--- config.mk ---
export PLATFORM = sky130hd
export DESIGN_NAME = cc_block
export DESIGN_NICKNAME = d
export VERILOG_FILES = /design/src/cc_pkg.sv /design/src/cc_block.sv /design/src/peak_tracker.sv /design/src/lag_correlator.sv /design/src/frame_loader.sv /design/src/cc_control.sv
export SDC_FILE = /design/constraint.sdc
export NUM_CORES = 2
export LEC_CHECK = 0
export BUFFER_PORTS_ARGS = -buffer_cell sky130_fd_sc_hd__buf_2
export CORE_MARGIN = 2
export CORE_UTILIZATION = 59
export CTS_CLUSTER_DIAMETER = 40
export DETAILED_ROUTE_END_ITERATION = 12
export GPL_TIMING_DRIVEN = 1
export PLACE_DENSITY = 0.76
export RECOVER_POWER = 25
export SYNTH_ARGS = -nofsm -noshare
export SYNTH_HDL_FRONTEND = slang
export SYNTH_SLANG_ARGS = --single-unit
--- constraint.sdc ---
create_clock -name clk -period 24.2 [get_ports clk]
set_clock_uncertainty 0.05 [all_clocks]
set_input_delay 4.84 -clock clk [delete_from_list [all_inputs] [get_ports clk]]
set_output_delay 4.84 -clock clk [all_outputs]
set_load 0.03 [all_outputs]
--- src/cc_pkg.sv ---
// shared sizes, widths and control state encoding for the
// time-domain cross-correlation block
`default_nettype none

package cc_pkg;

  // frame geometry
  localparam int FRAME_LEN = 16;                  // samples per channel frame
  localparam int PAD_LEN   = 32;                  // padded length, also lag count

  // datapath widths
  localparam int SAMPLE_W  = 16;                  // signed sample, low half of ring word
  localparam int WORD_W    = 32;                  // ring-buffer word
  localparam int ADDR_W    = 5;                   // sample store address
  localparam int LAG_W     = 8;                   // lag index port width
  localparam int ACC_W     = 40;                  // signed accumulator / corr value
  localparam int CNT_W     = $clog2(FRAME_LEN + 1); // counts 0..FRAME_LEN inclusive

  // run sequencer states
  typedef enum logic [1:0] {
    st_idle      = 2'd0,                          // waiting for start
    st_load      = 2'd1,                          // frames streaming in
    st_correlate = 2'd2,                          // mac engine running
    st_report    = 2'd3                           // done pulse out
  } cc_state_e;

endpackage : cc_pkg

`default_nettype wire
--- src/cc_block.sv ---
// cross-correlation top with sequencer, two frame loaders,
// mac correlator and argmax
`timescale 1ns/100ps
`default_nettype none

module cc_block (
  input  wire                                  clk,
  input  wire                                  rst_n,
  input  wire                                  start_cc,
  input  wire  [cc_pkg::WORD_W-1:0]            ring_x,
  input  wire  [cc_pkg::WORD_W-1:0]            ring_y,
  output logic                                 send_frame_x,
  output logic                                 send_frame_y,
  output logic [cc_pkg::LAG_W-1:0]             index_out,   // persists after the run
  output logic                                 cc_done,
  output logic                                 corr_valid,  // observation port
  output logic [cc_pkg::LAG_W-1:0]             corr_lag,
  output logic signed [cc_pkg::ACC_W-1:0]      corr_value
);

  logic                              frame_req;
  logic                              peak_clear;
  logic                              corr_start;
  logic                              corr_done;
  logic [cc_pkg::ADDR_W-1:0]         rd_addr_x;
  logic [cc_pkg::ADDR_W-1:0]         rd_addr_y;
  logic signed [cc_pkg::SAMPLE_W-1:0] samp_x;
  logic signed [cc_pkg::SAMPLE_W-1:0] samp_y;

  cc_control i_control (
    .clk        (clk),
    .rst_n      (rst_n),
    .start_cc   (start_cc),
    .corr_done  (corr_done),
    .frame_req  (frame_req),
    .peak_clear (peak_clear),
    .corr_start (corr_start),
    .cc_done    (cc_done),
    .busy       ()
  );

  // both ring buffers asked on the same cycle
  assign send_frame_x = frame_req;
  assign send_frame_y = frame_req;

  frame_loader #(.pad_front(1'b1)) i_load_x (   // x at the back of the store
    .clk       (clk),
    .rst_n     (rst_n),
    .frame_req (frame_req),
    .ring_word (ring_x),
    .rd_addr   (rd_addr_x),
    .rd_sample (samp_x)
  );

  frame_loader #(.pad_front(1'b0)) i_load_y (   // y at the front
    .clk       (clk),
    .rst_n     (rst_n),
    .frame_req (frame_req),
    .ring_word (ring_y),
    .rd_addr   (rd_addr_y),
    .rd_sample (samp_y)
  );

  lag_correlator i_corr (
    .clk        (clk),
    .rst_n      (rst_n),
    .corr_start (corr_start),
    .samp_x     (samp_x),
    .samp_y     (samp_y),
    .rd_addr_x  (rd_addr_x),
    .rd_addr_y  (rd_addr_y),
    .lag_valid  (corr_valid),
    .lag_index  (corr_lag),
    .lag_value  (corr_value),
    .corr_done  (corr_done)
  );

  peak_tracker i_peak (
    .clk        (clk),
    .rst_n      (rst_n),
    .peak_clear (peak_clear),
    .lag_valid  (corr_valid),
    .lag_index  (corr_lag),
    .lag_value  (corr_value),
    .max_index  (index_out)
  );

endmodule : cc_block

`default_nettype wire

--- src/peak_tracker.sv ---
// running argmax over lag results, holds the winning lag index
`timescale 1ns/100ps
`default_nettype none

module peak_tracker (
  input  wire                                  clk,
  input  wire                                  rst_n,
  input  wire                                  peak_clear,
  input  wire                                  lag_valid,
  input  wire  [cc_pkg::LAG_W-1:0]             lag_index,
  input  wire  signed [cc_pkg::ACC_W-1:0]      lag_value,
  output logic [cc_pkg::LAG_W-1:0]             max_index
);

  logic signed [cc_pkg::ACC_W-1:0] best_value;    // current maximum
  logic                            empty;         // nothing seen since clear
  logic                            take;

  // strict greater, so earliest lag wins a tie
  assign take = lag_valid && (empty || (lag_value > best_value));

  always_ff @(posedge clk or negedge rst_n) begin
    if (!rst_n) begin
      empty     <= 1'b1;
      max_index <= '0;
    end else if (peak_clear) begin
      empty <= 1'b1;                              // index held until new lags
    end else if (take) begin
      empty     <= 1'b0;
      max_index <= lag_index;
    end
  end

  always_ff @(posedge clk) begin
    if (take && !peak_clear) begin
      best_value <= lag_value;
    end
  end

endmodule : peak_tracker

`default_nettype wire

--- src/lag_correlator.sv ---
// direct time-domain multiply-accumulate correlator producing one value per lag
// r(k) = sum_n xp(n) * yp((n+k) mod PAD_LEN)
`timescale 1ns/100ps
`default_nettype none

module lag_correlator (
  input  wire                                  clk,
  input  wire                                  rst_n,
  input  wire                                  corr_start,
  input  wire  signed [cc_pkg::SAMPLE_W-1:0]   samp_x,
  input  wire  signed [cc_pkg::SAMPLE_W-1:0]   samp_y,
  output logic [cc_pkg::ADDR_W-1:0]            rd_addr_x,
  output logic [cc_pkg::ADDR_W-1:0]            rd_addr_y,
  output logic                                 lag_valid,
  output logic [cc_pkg::LAG_W-1:0]             lag_index,
  output logic signed [cc_pkg::ACC_W-1:0]      lag_value,
  output logic                                 corr_done
);

  logic                              active;      // engine running
  logic [cc_pkg::ADDR_W-1:0]         tap;         // n
  logic [cc_pkg::ADDR_W-1:0]         lag;         // k
  logic signed [cc_pkg::ACC_W-1:0]   acc;
  logic signed [cc_pkg::ACC_W-1:0]   prod;        // sign-extended product
  logic signed [cc_pkg::ACC_W-1:0]   acc_next;
  logic                              last_tap;
  logic                              last_lag;

  // y read address wraps naturally at PAD_LEN
  assign rd_addr_x = tap;
  assign rd_addr_y = tap + lag;

  assign prod     = samp_x * samp_y;              // signed operands in 40-bit context
  assign acc_next = acc + prod;
  assign last_tap = (tap == cc_pkg::ADDR_W'(cc_pkg::PAD_LEN - 1));
  assign last_lag = (lag == cc_pkg::ADDR_W'(cc_pkg::PAD_LEN - 1));

  // control counters and strobes
  always_ff @(posedge clk or negedge rst_n) begin
    if (!rst_n) begin
      active    <= 1'b0;
      tap       <= '0;
      lag       <= '0;
      lag_valid <= 1'b0;
      corr_done <= 1'b0;
    end else begin
      lag_valid <= 1'b0;
      corr_done <= 1'b0;
      if (corr_start) begin
        active <= 1'b1;
        tap    <= '0;
        lag    <= '0;
      end else if (active) begin
        tap <= tap + 1'b1;                        // wraps to 0 after last tap
        if (last_tap) begin
          lag_valid <= 1'b1;                      // one result per PAD_LEN cycles
          lag       <= lag + 1'b1;
          if (last_lag) begin
            corr_done <= 1'b1;                    // alongside the final lag
            active    <= 1'b0;
          end
        end
      end
    end
  end

  // accumulator and result payload
  always_ff @(posedge clk) begin
    if (corr_start) begin
      acc <= '0;
    end else if (active) begin
      if (last_tap) begin
        lag_value <= acc_next;                    // include the final tap
        lag_index <= cc_pkg::LAG_W'(lag);
        acc       <= '0;                          // fresh sum for next lag
      end else begin
        acc <= acc_next;
      end
    end
  end

  a_lag_index_range: assert property (
    @(posedge clk) disable iff (!rst_n)
    lag_valid |-> (lag_index < cc_pkg::LAG_W'(cc_pkg::PAD_LEN))
  ) else $error("lag_index out of range: %0h", lag_index);

endmodule : lag_correlator

`default_nettype wire

--- src/frame_loader.sv ---
// one channel's frame capture into a zero-padded sample store
// with a combinational read port
`timescale 1ns/100ps
`default_nettype none

module frame_loader #(
  parameter bit pad_front = 1'b1                  // 1: samples in upper half
) (
  input  wire                                  clk,
  input  wire                                  rst_n,
  input  wire                                  frame_req,
  input  wire  [cc_pkg::WORD_W-1:0]            ring_word,
  input  wire  [cc_pkg::ADDR_W-1:0]            rd_addr,
  output logic signed [cc_pkg::SAMPLE_W-1:0]   rd_sample
);

  logic signed [cc_pkg::SAMPLE_W-1:0] mem [cc_pkg::PAD_LEN];  // padded frame
  logic [cc_pkg::CNT_W-1:0]           wr_cnt;                 // FRAME_LEN means idle
  logic [cc_pkg::ADDR_W-1:0]          wr_addr;
  logic                               filling;

  assign filling = (wr_cnt < cc_pkg::CNT_W'(cc_pkg::FRAME_LEN));

  // top address bit picks the half, low bits walk the frame
  assign wr_addr = {pad_front, wr_cnt[cc_pkg::ADDR_W-2:0]};

  // write counter
  always_ff @(posedge clk or negedge rst_n) begin
    if (!rst_n) begin
      wr_cnt <= cc_pkg::CNT_W'(cc_pkg::FRAME_LEN); // parked, nothing to write
    end else if (frame_req) begin
      wr_cnt <= '0;                               // first word on next edge
    end else if (filling) begin
      wr_cnt <= wr_cnt + 1'b1;
    end
  end

  // sample store, no reset on the array
  always_ff @(posedge clk) begin
    if (frame_req) begin
      for (int i = 0; i < cc_pkg::FRAME_LEN; i++) begin
        mem[{~pad_front, (cc_pkg::ADDR_W-1)'(i)}] <= '0;  // clear the pad half
      end
    end else if (filling) begin
      mem[wr_addr] <= ring_word[cc_pkg::SAMPLE_W-1:0]; // upper half dropped
    end
  end

  assign rd_sample = mem[rd_addr];                // same-cycle read

  a_wr_cnt_range: assert property (
    @(posedge clk) disable iff (!rst_n)
    wr_cnt <= cc_pkg::CNT_W'(cc_pkg::FRAME_LEN)
  ) else $error("frame_loader write counter past FRAME_LEN: %0d", wr_cnt);

endmodule : frame_loader

`default_nettype wire

--- src/cc_control.sv ---
// run sequencer: frame request, peak clear, correlation start
// and the end-of-run done pulse
`timescale 1ns/100ps
`default_nettype none

module cc_control (
  input  wire  clk,
  input  wire  rst_n,
  input  wire  start_cc,                          // one-cycle request, idle only
  input  wire  corr_done,                         // last lag out of correlator
  output logic frame_req,                         // to loaders and send_frame pins
  output logic peak_clear,                        // re-arm argmax
  output logic corr_start,                        // kick the mac engine
  output logic cc_done,                           // end of run
  output logic busy
);

  cc_pkg::cc_state_e            state;
  logic [cc_pkg::CNT_W-1:0]     load_cnt;         // cycles spent in load

  always_ff @(posedge clk or negedge rst_n) begin
    if (!rst_n) begin
      state      <= cc_pkg::st_idle;
      load_cnt   <= '0;
      frame_req  <= 1'b0;
      peak_clear <= 1'b0;
      corr_start <= 1'b0;
      cc_done    <= 1'b0;
    end else begin
      frame_req  <= 1'b0;                         // all strobes default low
      peak_clear <= 1'b0;
      corr_start <= 1'b0;
      cc_done    <= 1'b0;
      case (state)
        cc_pkg::st_idle: begin
          if (start_cc) begin                     // only accepted here
            state      <= cc_pkg::st_load;
            load_cnt   <= '0;
            frame_req  <= 1'b1;                   // one cycle after start
            peak_clear <= 1'b1;
          end
        end
        cc_pkg::st_load: begin
          // req cycle plus FRAME_LEN word cycles, then the stores are full
          if (load_cnt == cc_pkg::CNT_W'(cc_pkg::FRAME_LEN)) begin
            state      <= cc_pkg::st_correlate;
            corr_start <= 1'b1;
          end else begin
            load_cnt <= load_cnt + 1'b1;
          end
        end
        cc_pkg::st_correlate: begin
          if (corr_done) begin                    // peak tracker folds it this edge
            state   <= cc_pkg::st_report;
            cc_done <= 1'b1;
          end
        end
        cc_pkg::st_report: begin
          state <= cc_pkg::st_idle;               // single report cycle
        end
        default: state <= cc_pkg::st_idle;
      endcase
    end
  end

  assign busy = (state != cc_pkg::st_idle);

  // one request per run, never stretched
  a_frame_req_single: assert property (
    @(posedge clk) disable iff (!rst_n)
    frame_req |=> !frame_req
  ) else $error("frame_req held for two cycles");

  // done only ever comes straight after the correlator finishes
  a_done_after_corr: assert property (
    @(posedge clk) disable iff (!rst_n)
    cc_done |-> $past(corr_done)
  ) else $error("cc_done without preceding corr_done");

endmodule : cc_control

`default_nettype wire

After elaboration in Yosys (flattened, before gate mapping)
Memory sizes are Yosys's and may differ from the RTL's.
Index checks and enable logic that the tools add are counted.
Widths: inputs -> output; s select.
Word-level totals
  flip-flop bits (word level): 164
  latch bits: 0
  bits in writable memories: 1024
  memory bits (read-only): 0
  input port bits: 67
  logic and storage cells: 111
  memories: 2
Memories
  i_load_x.mem: depth 32, bits a word 16, rd ports 1, clocked after memory_dff 0, write ports 16, line frame_loader.sv:17  | logic signed [cc_pkg::SAMPLE_W-1:0] mem [cc_pkg::PAD_LEN];
  i_load_y.mem: depth 32, bits a word 16, rd ports 1, clocked after memory_dff 0, write ports 16, line frame_loader.sv:17
Cells by class
  $add $sub $neg: 7
  multiply operators: 1
  div/mod/pow operators: 0
  magnitude comparators: 3
  equality and inequality tests: 10
  shifts and indexed selects: 0
  mux-type cells: 50
  bitwise operators: 2
  reductions and logical operators: 18
Operator list (number)
  $mux 5: 13
  $add 40x40->40: 1
  $gt 40x40->1: 1
  $mux 40: 1
  $mul 16x16->32: 1
  $mux 16: 2
  $reduce_or 16->1: 2
  $mux 1: 29
  $add 5x1->5 const B: 5
  $eq 5x5->1 const B: 3
  $reduce_bool 2->1: 6
  $lt 5x5->1 const B: 2
  $pmux 5 s2: 1
  $reduce_and 3->1: 3
  $pmux 2 s4: 1
  $mux 2: 3
  $add 5x5->5: 1
  $eq 2x2->1 const B: 2
  $ne 2x1->1 const B: 2
  $ne 2x2->1 const B: 2
  $reduce_and 2->1: 2
  $eq 2x1->1 const B: 1
  $logic_and 1x1->1: 2
  $logic_not 2->1: 1
  3 further kinds: 4

Logic depth before layout (Yosys ltp)
  depth after elaboration: 6
  gate-level depth with buffers: 44
  mapped depth without buffers: 41

Modules after synthesis
Synthesis repeated with hierarchy kept, for this count alone.
Unflattened totals
  cell total of the unflattened synthesis: 3019
  area total of the unflattened synthesis: 40033.4 um^2
By module, submodules not included
  lag_correlator: instances 1, cells each 1624, area each 15976.6 um^2, seq. area each 2477.4 um^2
  frame_loader at i_load_y: instances 1, cells each 563, area each 10428.8 um^2, seq. area each 7813.7 um^2
  frame_loader at i_load_x: instances 1, cells each 561, area each 10371.2 um^2, seq. area each 7813.7 um^2
  peak_tracker: instances 1, cells each 207, area each 2610.0 um^2, seq. area each 1427.6 um^2
  cc_control: instances 1, cells each 63, area each 639.4 um^2, seq. area each 250.2 um^2
  cc_block: instances 1, cells each 1, area each 7.5 um^2, seq. area each 0.0 um^2

Worst setup path after synthesis
No wires, ideal clock.
  path type: register -> register
  from: register i_corr.tap (netlist bit i_corr.rd_addr_x[1])
  to: register i_corr.lag_value[39] in the netlist's numbering, data pin
  setup time: 0.259 ns
  arrival: 10.260 ns
  data required time: 23.891 ns
  path slack: 13.631 ns
  stages on the path, launching flop included: 41
  buffers on the path: 5
  cell sequence: dfrtp_1 buf_1 clkbuf_1 inv_1 fa_1 buf_2 buf_2 mux4_2 mux2i_1 nand2_1 nand3_1 clkbuf_1 nor2_1 fa_1 inv_1 fa_1 fa_1 inv_1 [... 5 more ...] ha_1 a211oi_1 o21ai_1 a221o_1 and4_1 nor3_1 o21ai_0 and2_1 ha_1 a21o_1 a21o_1 a21oi_1 o21ai_0 a2111oi_0 a21oi_1 a21o_1 and2_1 xor2_1
On the way
  longest elaborated chain between the ends: 4
  elaborated cells between the ends (all ways): 5
  those cells by class: add/sub (2); mul (1); memory (2)
RTL lines
  from (decl): line lag_correlator.sv:21  | logic [cc_pkg::ADDR_W-1:0] tap;
  from (signal assigned): line lag_correlator.sv:54  | tap <= tap + 1'b1;
  $add 5x5->5: line lag_correlator.sv:31  | assign rd_addr_y = tap + lag;
  $mem_v2 32x16
  $mul 16x16->32 *: line lag_correlator.sv:33  | assign prod = samp_x * samp_y;
  $add 40x40->40 *: line lag_correlator.sv:34  | assign acc_next = acc + prod;
  net i_corr.acc_next (one bit): line lag_correlator.sv:25  | logic signed [cc_pkg::ACC_W-1:0] acc_next;
  to (signal assigned): line lag_correlator.sv:73  | lag_value <= acc_next;
  to (decl): line lag_correlator.sv:16  | output logic signed [cc_pkg::ACC_W-1:0] lag_value,
Mark *: on every way through the listed nets, which the timed path passes. The rest lies on a longest branch.
A chain may end at the register's enable or synchronous reset.

Worst setup path after layout
Ends and elaborated chain as after synthesis.

==> results.toml <==
[synth]
synth-seq-cells = 676
synth-edff-count = 597
ys_async_sr_fraction_pct = 5.769
synth_top_area_share_pct = 46.19
ys.warnings.count = 0
synth_top_cell_by_area = "edfxtp_1"
avgSynthCellArea_um2 = 13.37
synthFlopType = "edfxtp_1"
ys_top_cells_by_area = "edfxtp_1, fa_1, mux4_2"
netlist_area_um2 = 38810
synth_cells = 2903
ys_seq_area_share_pct = 50.78
synth_cell_type_count = 75

[routing]
wire_per_inst_um = 22.03
viasPerCell = 5.957
drt-total-wl_um = 87230
ant_nets = 0
remaining_drc_errors = 0
first_pass_iters = 5
dr_total_vias = 23580
dr.first_iter.drc_count = 2164

[placed_design]
dp_hpwl_um = 58620
place_inst = 3803
port_buffers = 88
gp_congestion = 0.9532

[clock_tree]
clk_path_buf_depth = 3
root_buffer = "clkbuf_16"
clock_sinks = 676
cts_made_buffers = 82
cts_resized = 0
cts_htree_levels = 3
cts_setup_buffers = 0
cts_tree = "yes"
clk_latency_ps = 650
holdBufCountCts = 0
path_clk_slew_ps = 60

[critical_path]
crit_arrival_ps = 14960
crit_top_cell = "fa_1"
path_max_fanout = 68
rrSetupSlack_ps = 9550
cp.required_ps = 24510
slowest_stage = "clkbuf_1"
rr_startpoint = "i_corr.rd_addr_x[1]"
startpoint = "i_corr.rd_addr_x[1]"
slowest_delay_ps = 2990
path_class = "flop to flop"
cp-start-kind = "flop"
cp-end-kind = "flop"

[timing]
finalCriticalPeriod_ps = 14650
setup_viol = 0
timing.setup.tns_ps = 0
rsz0062_at_grt = "false"
period_share_pct = 60.54
slew-limit-headroom_pct = -187.3
hold_slack_ps = 423.9
max_clock_freq_mhz = 68.26
hold_viol_final = 0
worst-slew-pin-transition_ps = 4310
drv_slew = 69

[pwr]
irDropWorstVdd_mv = 0.07617
leakagePower_nw = 17.42
power_density_nw_per_um2 = 77.32

[floorplan]
die_area_um2 = 67850
die_w_um = 260.5
die_h_um = 260.5
initial_core_util_pct = 59.35
rows = 94
ios = 127
core_area_um2 = 65390

[final_layout]
synthToLayoutAreaGrowth_pct = 10.96
final_cells = 3959
drive_above_1_share_pct = 13.97
nNetsFinal = 3540

[worst_hold_path]
worstHoldStart = "i_corr.acc[36]"
min_path_type = "flop to flop"

[global_route]
overflow = 0
track_usage_pct = 26.56
grt_pass1_wl_um = 137700
grt_pass1_vias = 25120
antenna_found_initial = 4
grt_start_max_net_pins = 69

[outcome]
failed_checks = "max-capacitance violations, max-slew violations"
status = "complete, but fails checks"

[job]
cap_violations = 1
==> registers in the layout (all words and copies together) (netlist names), 40 cells and up <==
register           flops
i_corr.lag_value      40
i_load_y.mem         256
i_peak.best_value     40
i_load_x.mem         256
i_corr.acc            40
==> cells by family (layout without fill, tap and decap cells) <==
| group | count (synthesis) | after routing | share of synthesized area, % |
|---|---|---|---|
| buffers and inverters | 484 | 669 | 4.878 |
| DFF | 676 | 676 | 50.78 |
| muxes | 165 | 165 | 8.695 |
| AOI/OAI and AO/OA | 344 | 344 | 6.071 |
| xor gates and xnor gates | 75 | 75 | 1.693 |
| other | 1 | 8 | 0.009663 |
| adders and majority gates | 450 | 450 | 19.63 |
| and+or+nand+nor | 708 | 708 | 8.240 |
==> report_power, final <==
group          leakage (nW)  internal [W]  total, W  switching [W]
Sequential             6.14       0.00144   0.00150      0.0000546
Clock                  1.35      0.000720   0.00124       0.000519
Combinational          9.93      0.000201  0.000595       0.000394
Total                  17.4       0.00236   0.00333       0.000968
==> worst paths after layout <==
path	endpoint	depth (start not counted)
worst max-delay path	i_corr.lag_value[39]	38
worst min-delay path	i_corr.acc[36]	1
worst max register to register	i_corr.lag_value[39]	38
worst min register to register	i_corr.acc[36]	1
max in group asynchronous	i_corr.rd_addr_x[0]	1
min in group asynchronous	i_corr.lag[2]	1
==> critical path, delay by kind of cell (launching register included) <==
| kind | cells | cell delay (ps) |
|---|---|---|
| AO/OA/AOI/OAI | 10 | 2060 |
| XOR/XNOR | 2 | 300 |
| adder cells (fa/ha/maj) | 9 | 4760 |
| buffers and inverters | 7 | 3810 |
| flip-flops | 1 | 350 |
| multiplexers | 1 | 200 |
| AND/OR/NAND/NOR | 9 | 2810 |
==> cell usage in the layout, fill, tap and decap left out, types with 17 or more instances in the layout <==
cell type | Yosys | layout
fa_1 | 265 | 264
xnor2_1 | 53 | 50
inv_1 | 369 | 369
ha_1 | 185 | 184
a21o_1 | 45 | 45
nor2b_1 | 37 | 37
nand4_1 | 23 | 23
buf_2 | 25 | 88
mux2i_1 | 21 | 21
and3_1 | 20 | 20
dfrtp_1 | 36 | 34
buf_4 | 10 | 28
o211ai_1 | 25 | 25
clkbuf_16 | 0 | 82
xor2_1 | 22 | 21
nand3_1 | 50 | 50
nor3_1 | 25 | 25
edfxtp_1 | 597 | 597
o21ai_1 | 17 | 17
nor2_1 | 258 | 256
o21ai_0 | 39 | 39
a22o_1 | 22 | 22
dfxtp_1 | 40 | 40
mux4_2 | 137 | 137
nand2_1 | 229 | 229
clkbuf_1 | 57 | 29
a21oi_1 | 85 | 84
==> cells in the mapped netlist (13+ instances only) <==
master    instances
nor2_1          258
nand2_1         229
a21oi_1          85
ha_1            185
buf_2            25
a22o_1           22
nand3_1          50
clkbuf_1         57
xor2_1           22
nor2b_1          37
and2_1           17
xnor2_1          53
o21ai_0          39
a21o_1           45
o211ai_1         25
dfxtp_1          40
fa_1            265
dfrtp_1          36
edfxtp_1        597
o21ai_1          17
nor3_1           25
nand4_1          23
and3_1           20
a211oi_1         16
mux4_2          137
mux2i_1          21
o211a_1          13
inv_1           369
==> per-layer routing <==
layer | vias to the layer above | GRT usage [%] | routed length (µm) | part of all wire, %
li1 | 10520 | - | - | -
met1 | 11880 | 34.66 | 34330 | 39
met2 | 987 | 44.53 | 43250 | 50
met3 | 201 | 4.662 | 6506 | 7.5
met4 | 4 | 10.90 | 3119 | 3.6
met5 | - | 0 | 26 | 0.030
==> through the flow <==
stage	cell area, µm²	utilization, %	worst slack, ps	total power, W
after floorplan	38830	-	13630	0.001896
after global placement	40330	61.67	11380	0.002064
after detailed placement	40330	61.67	11180	0.002103
after CTS	43160	65.99	11150	0.003351
after global routing	43060	65.85	8841	0.003458
final	43060	65.85	9550	0.003329
==> cell type report <==
class	count	area, µm²
inverter	379	1423
clock buffer	94	2127
antenna	2	5.005
sequential	676	19710
tap	864	1081
multi-input combinational	1748	17290
timing repair buffer	136	725.7
clock inverter	60	699.4
fill	4566	22330
Note: power is estimated with default switching activity, not from simulation.
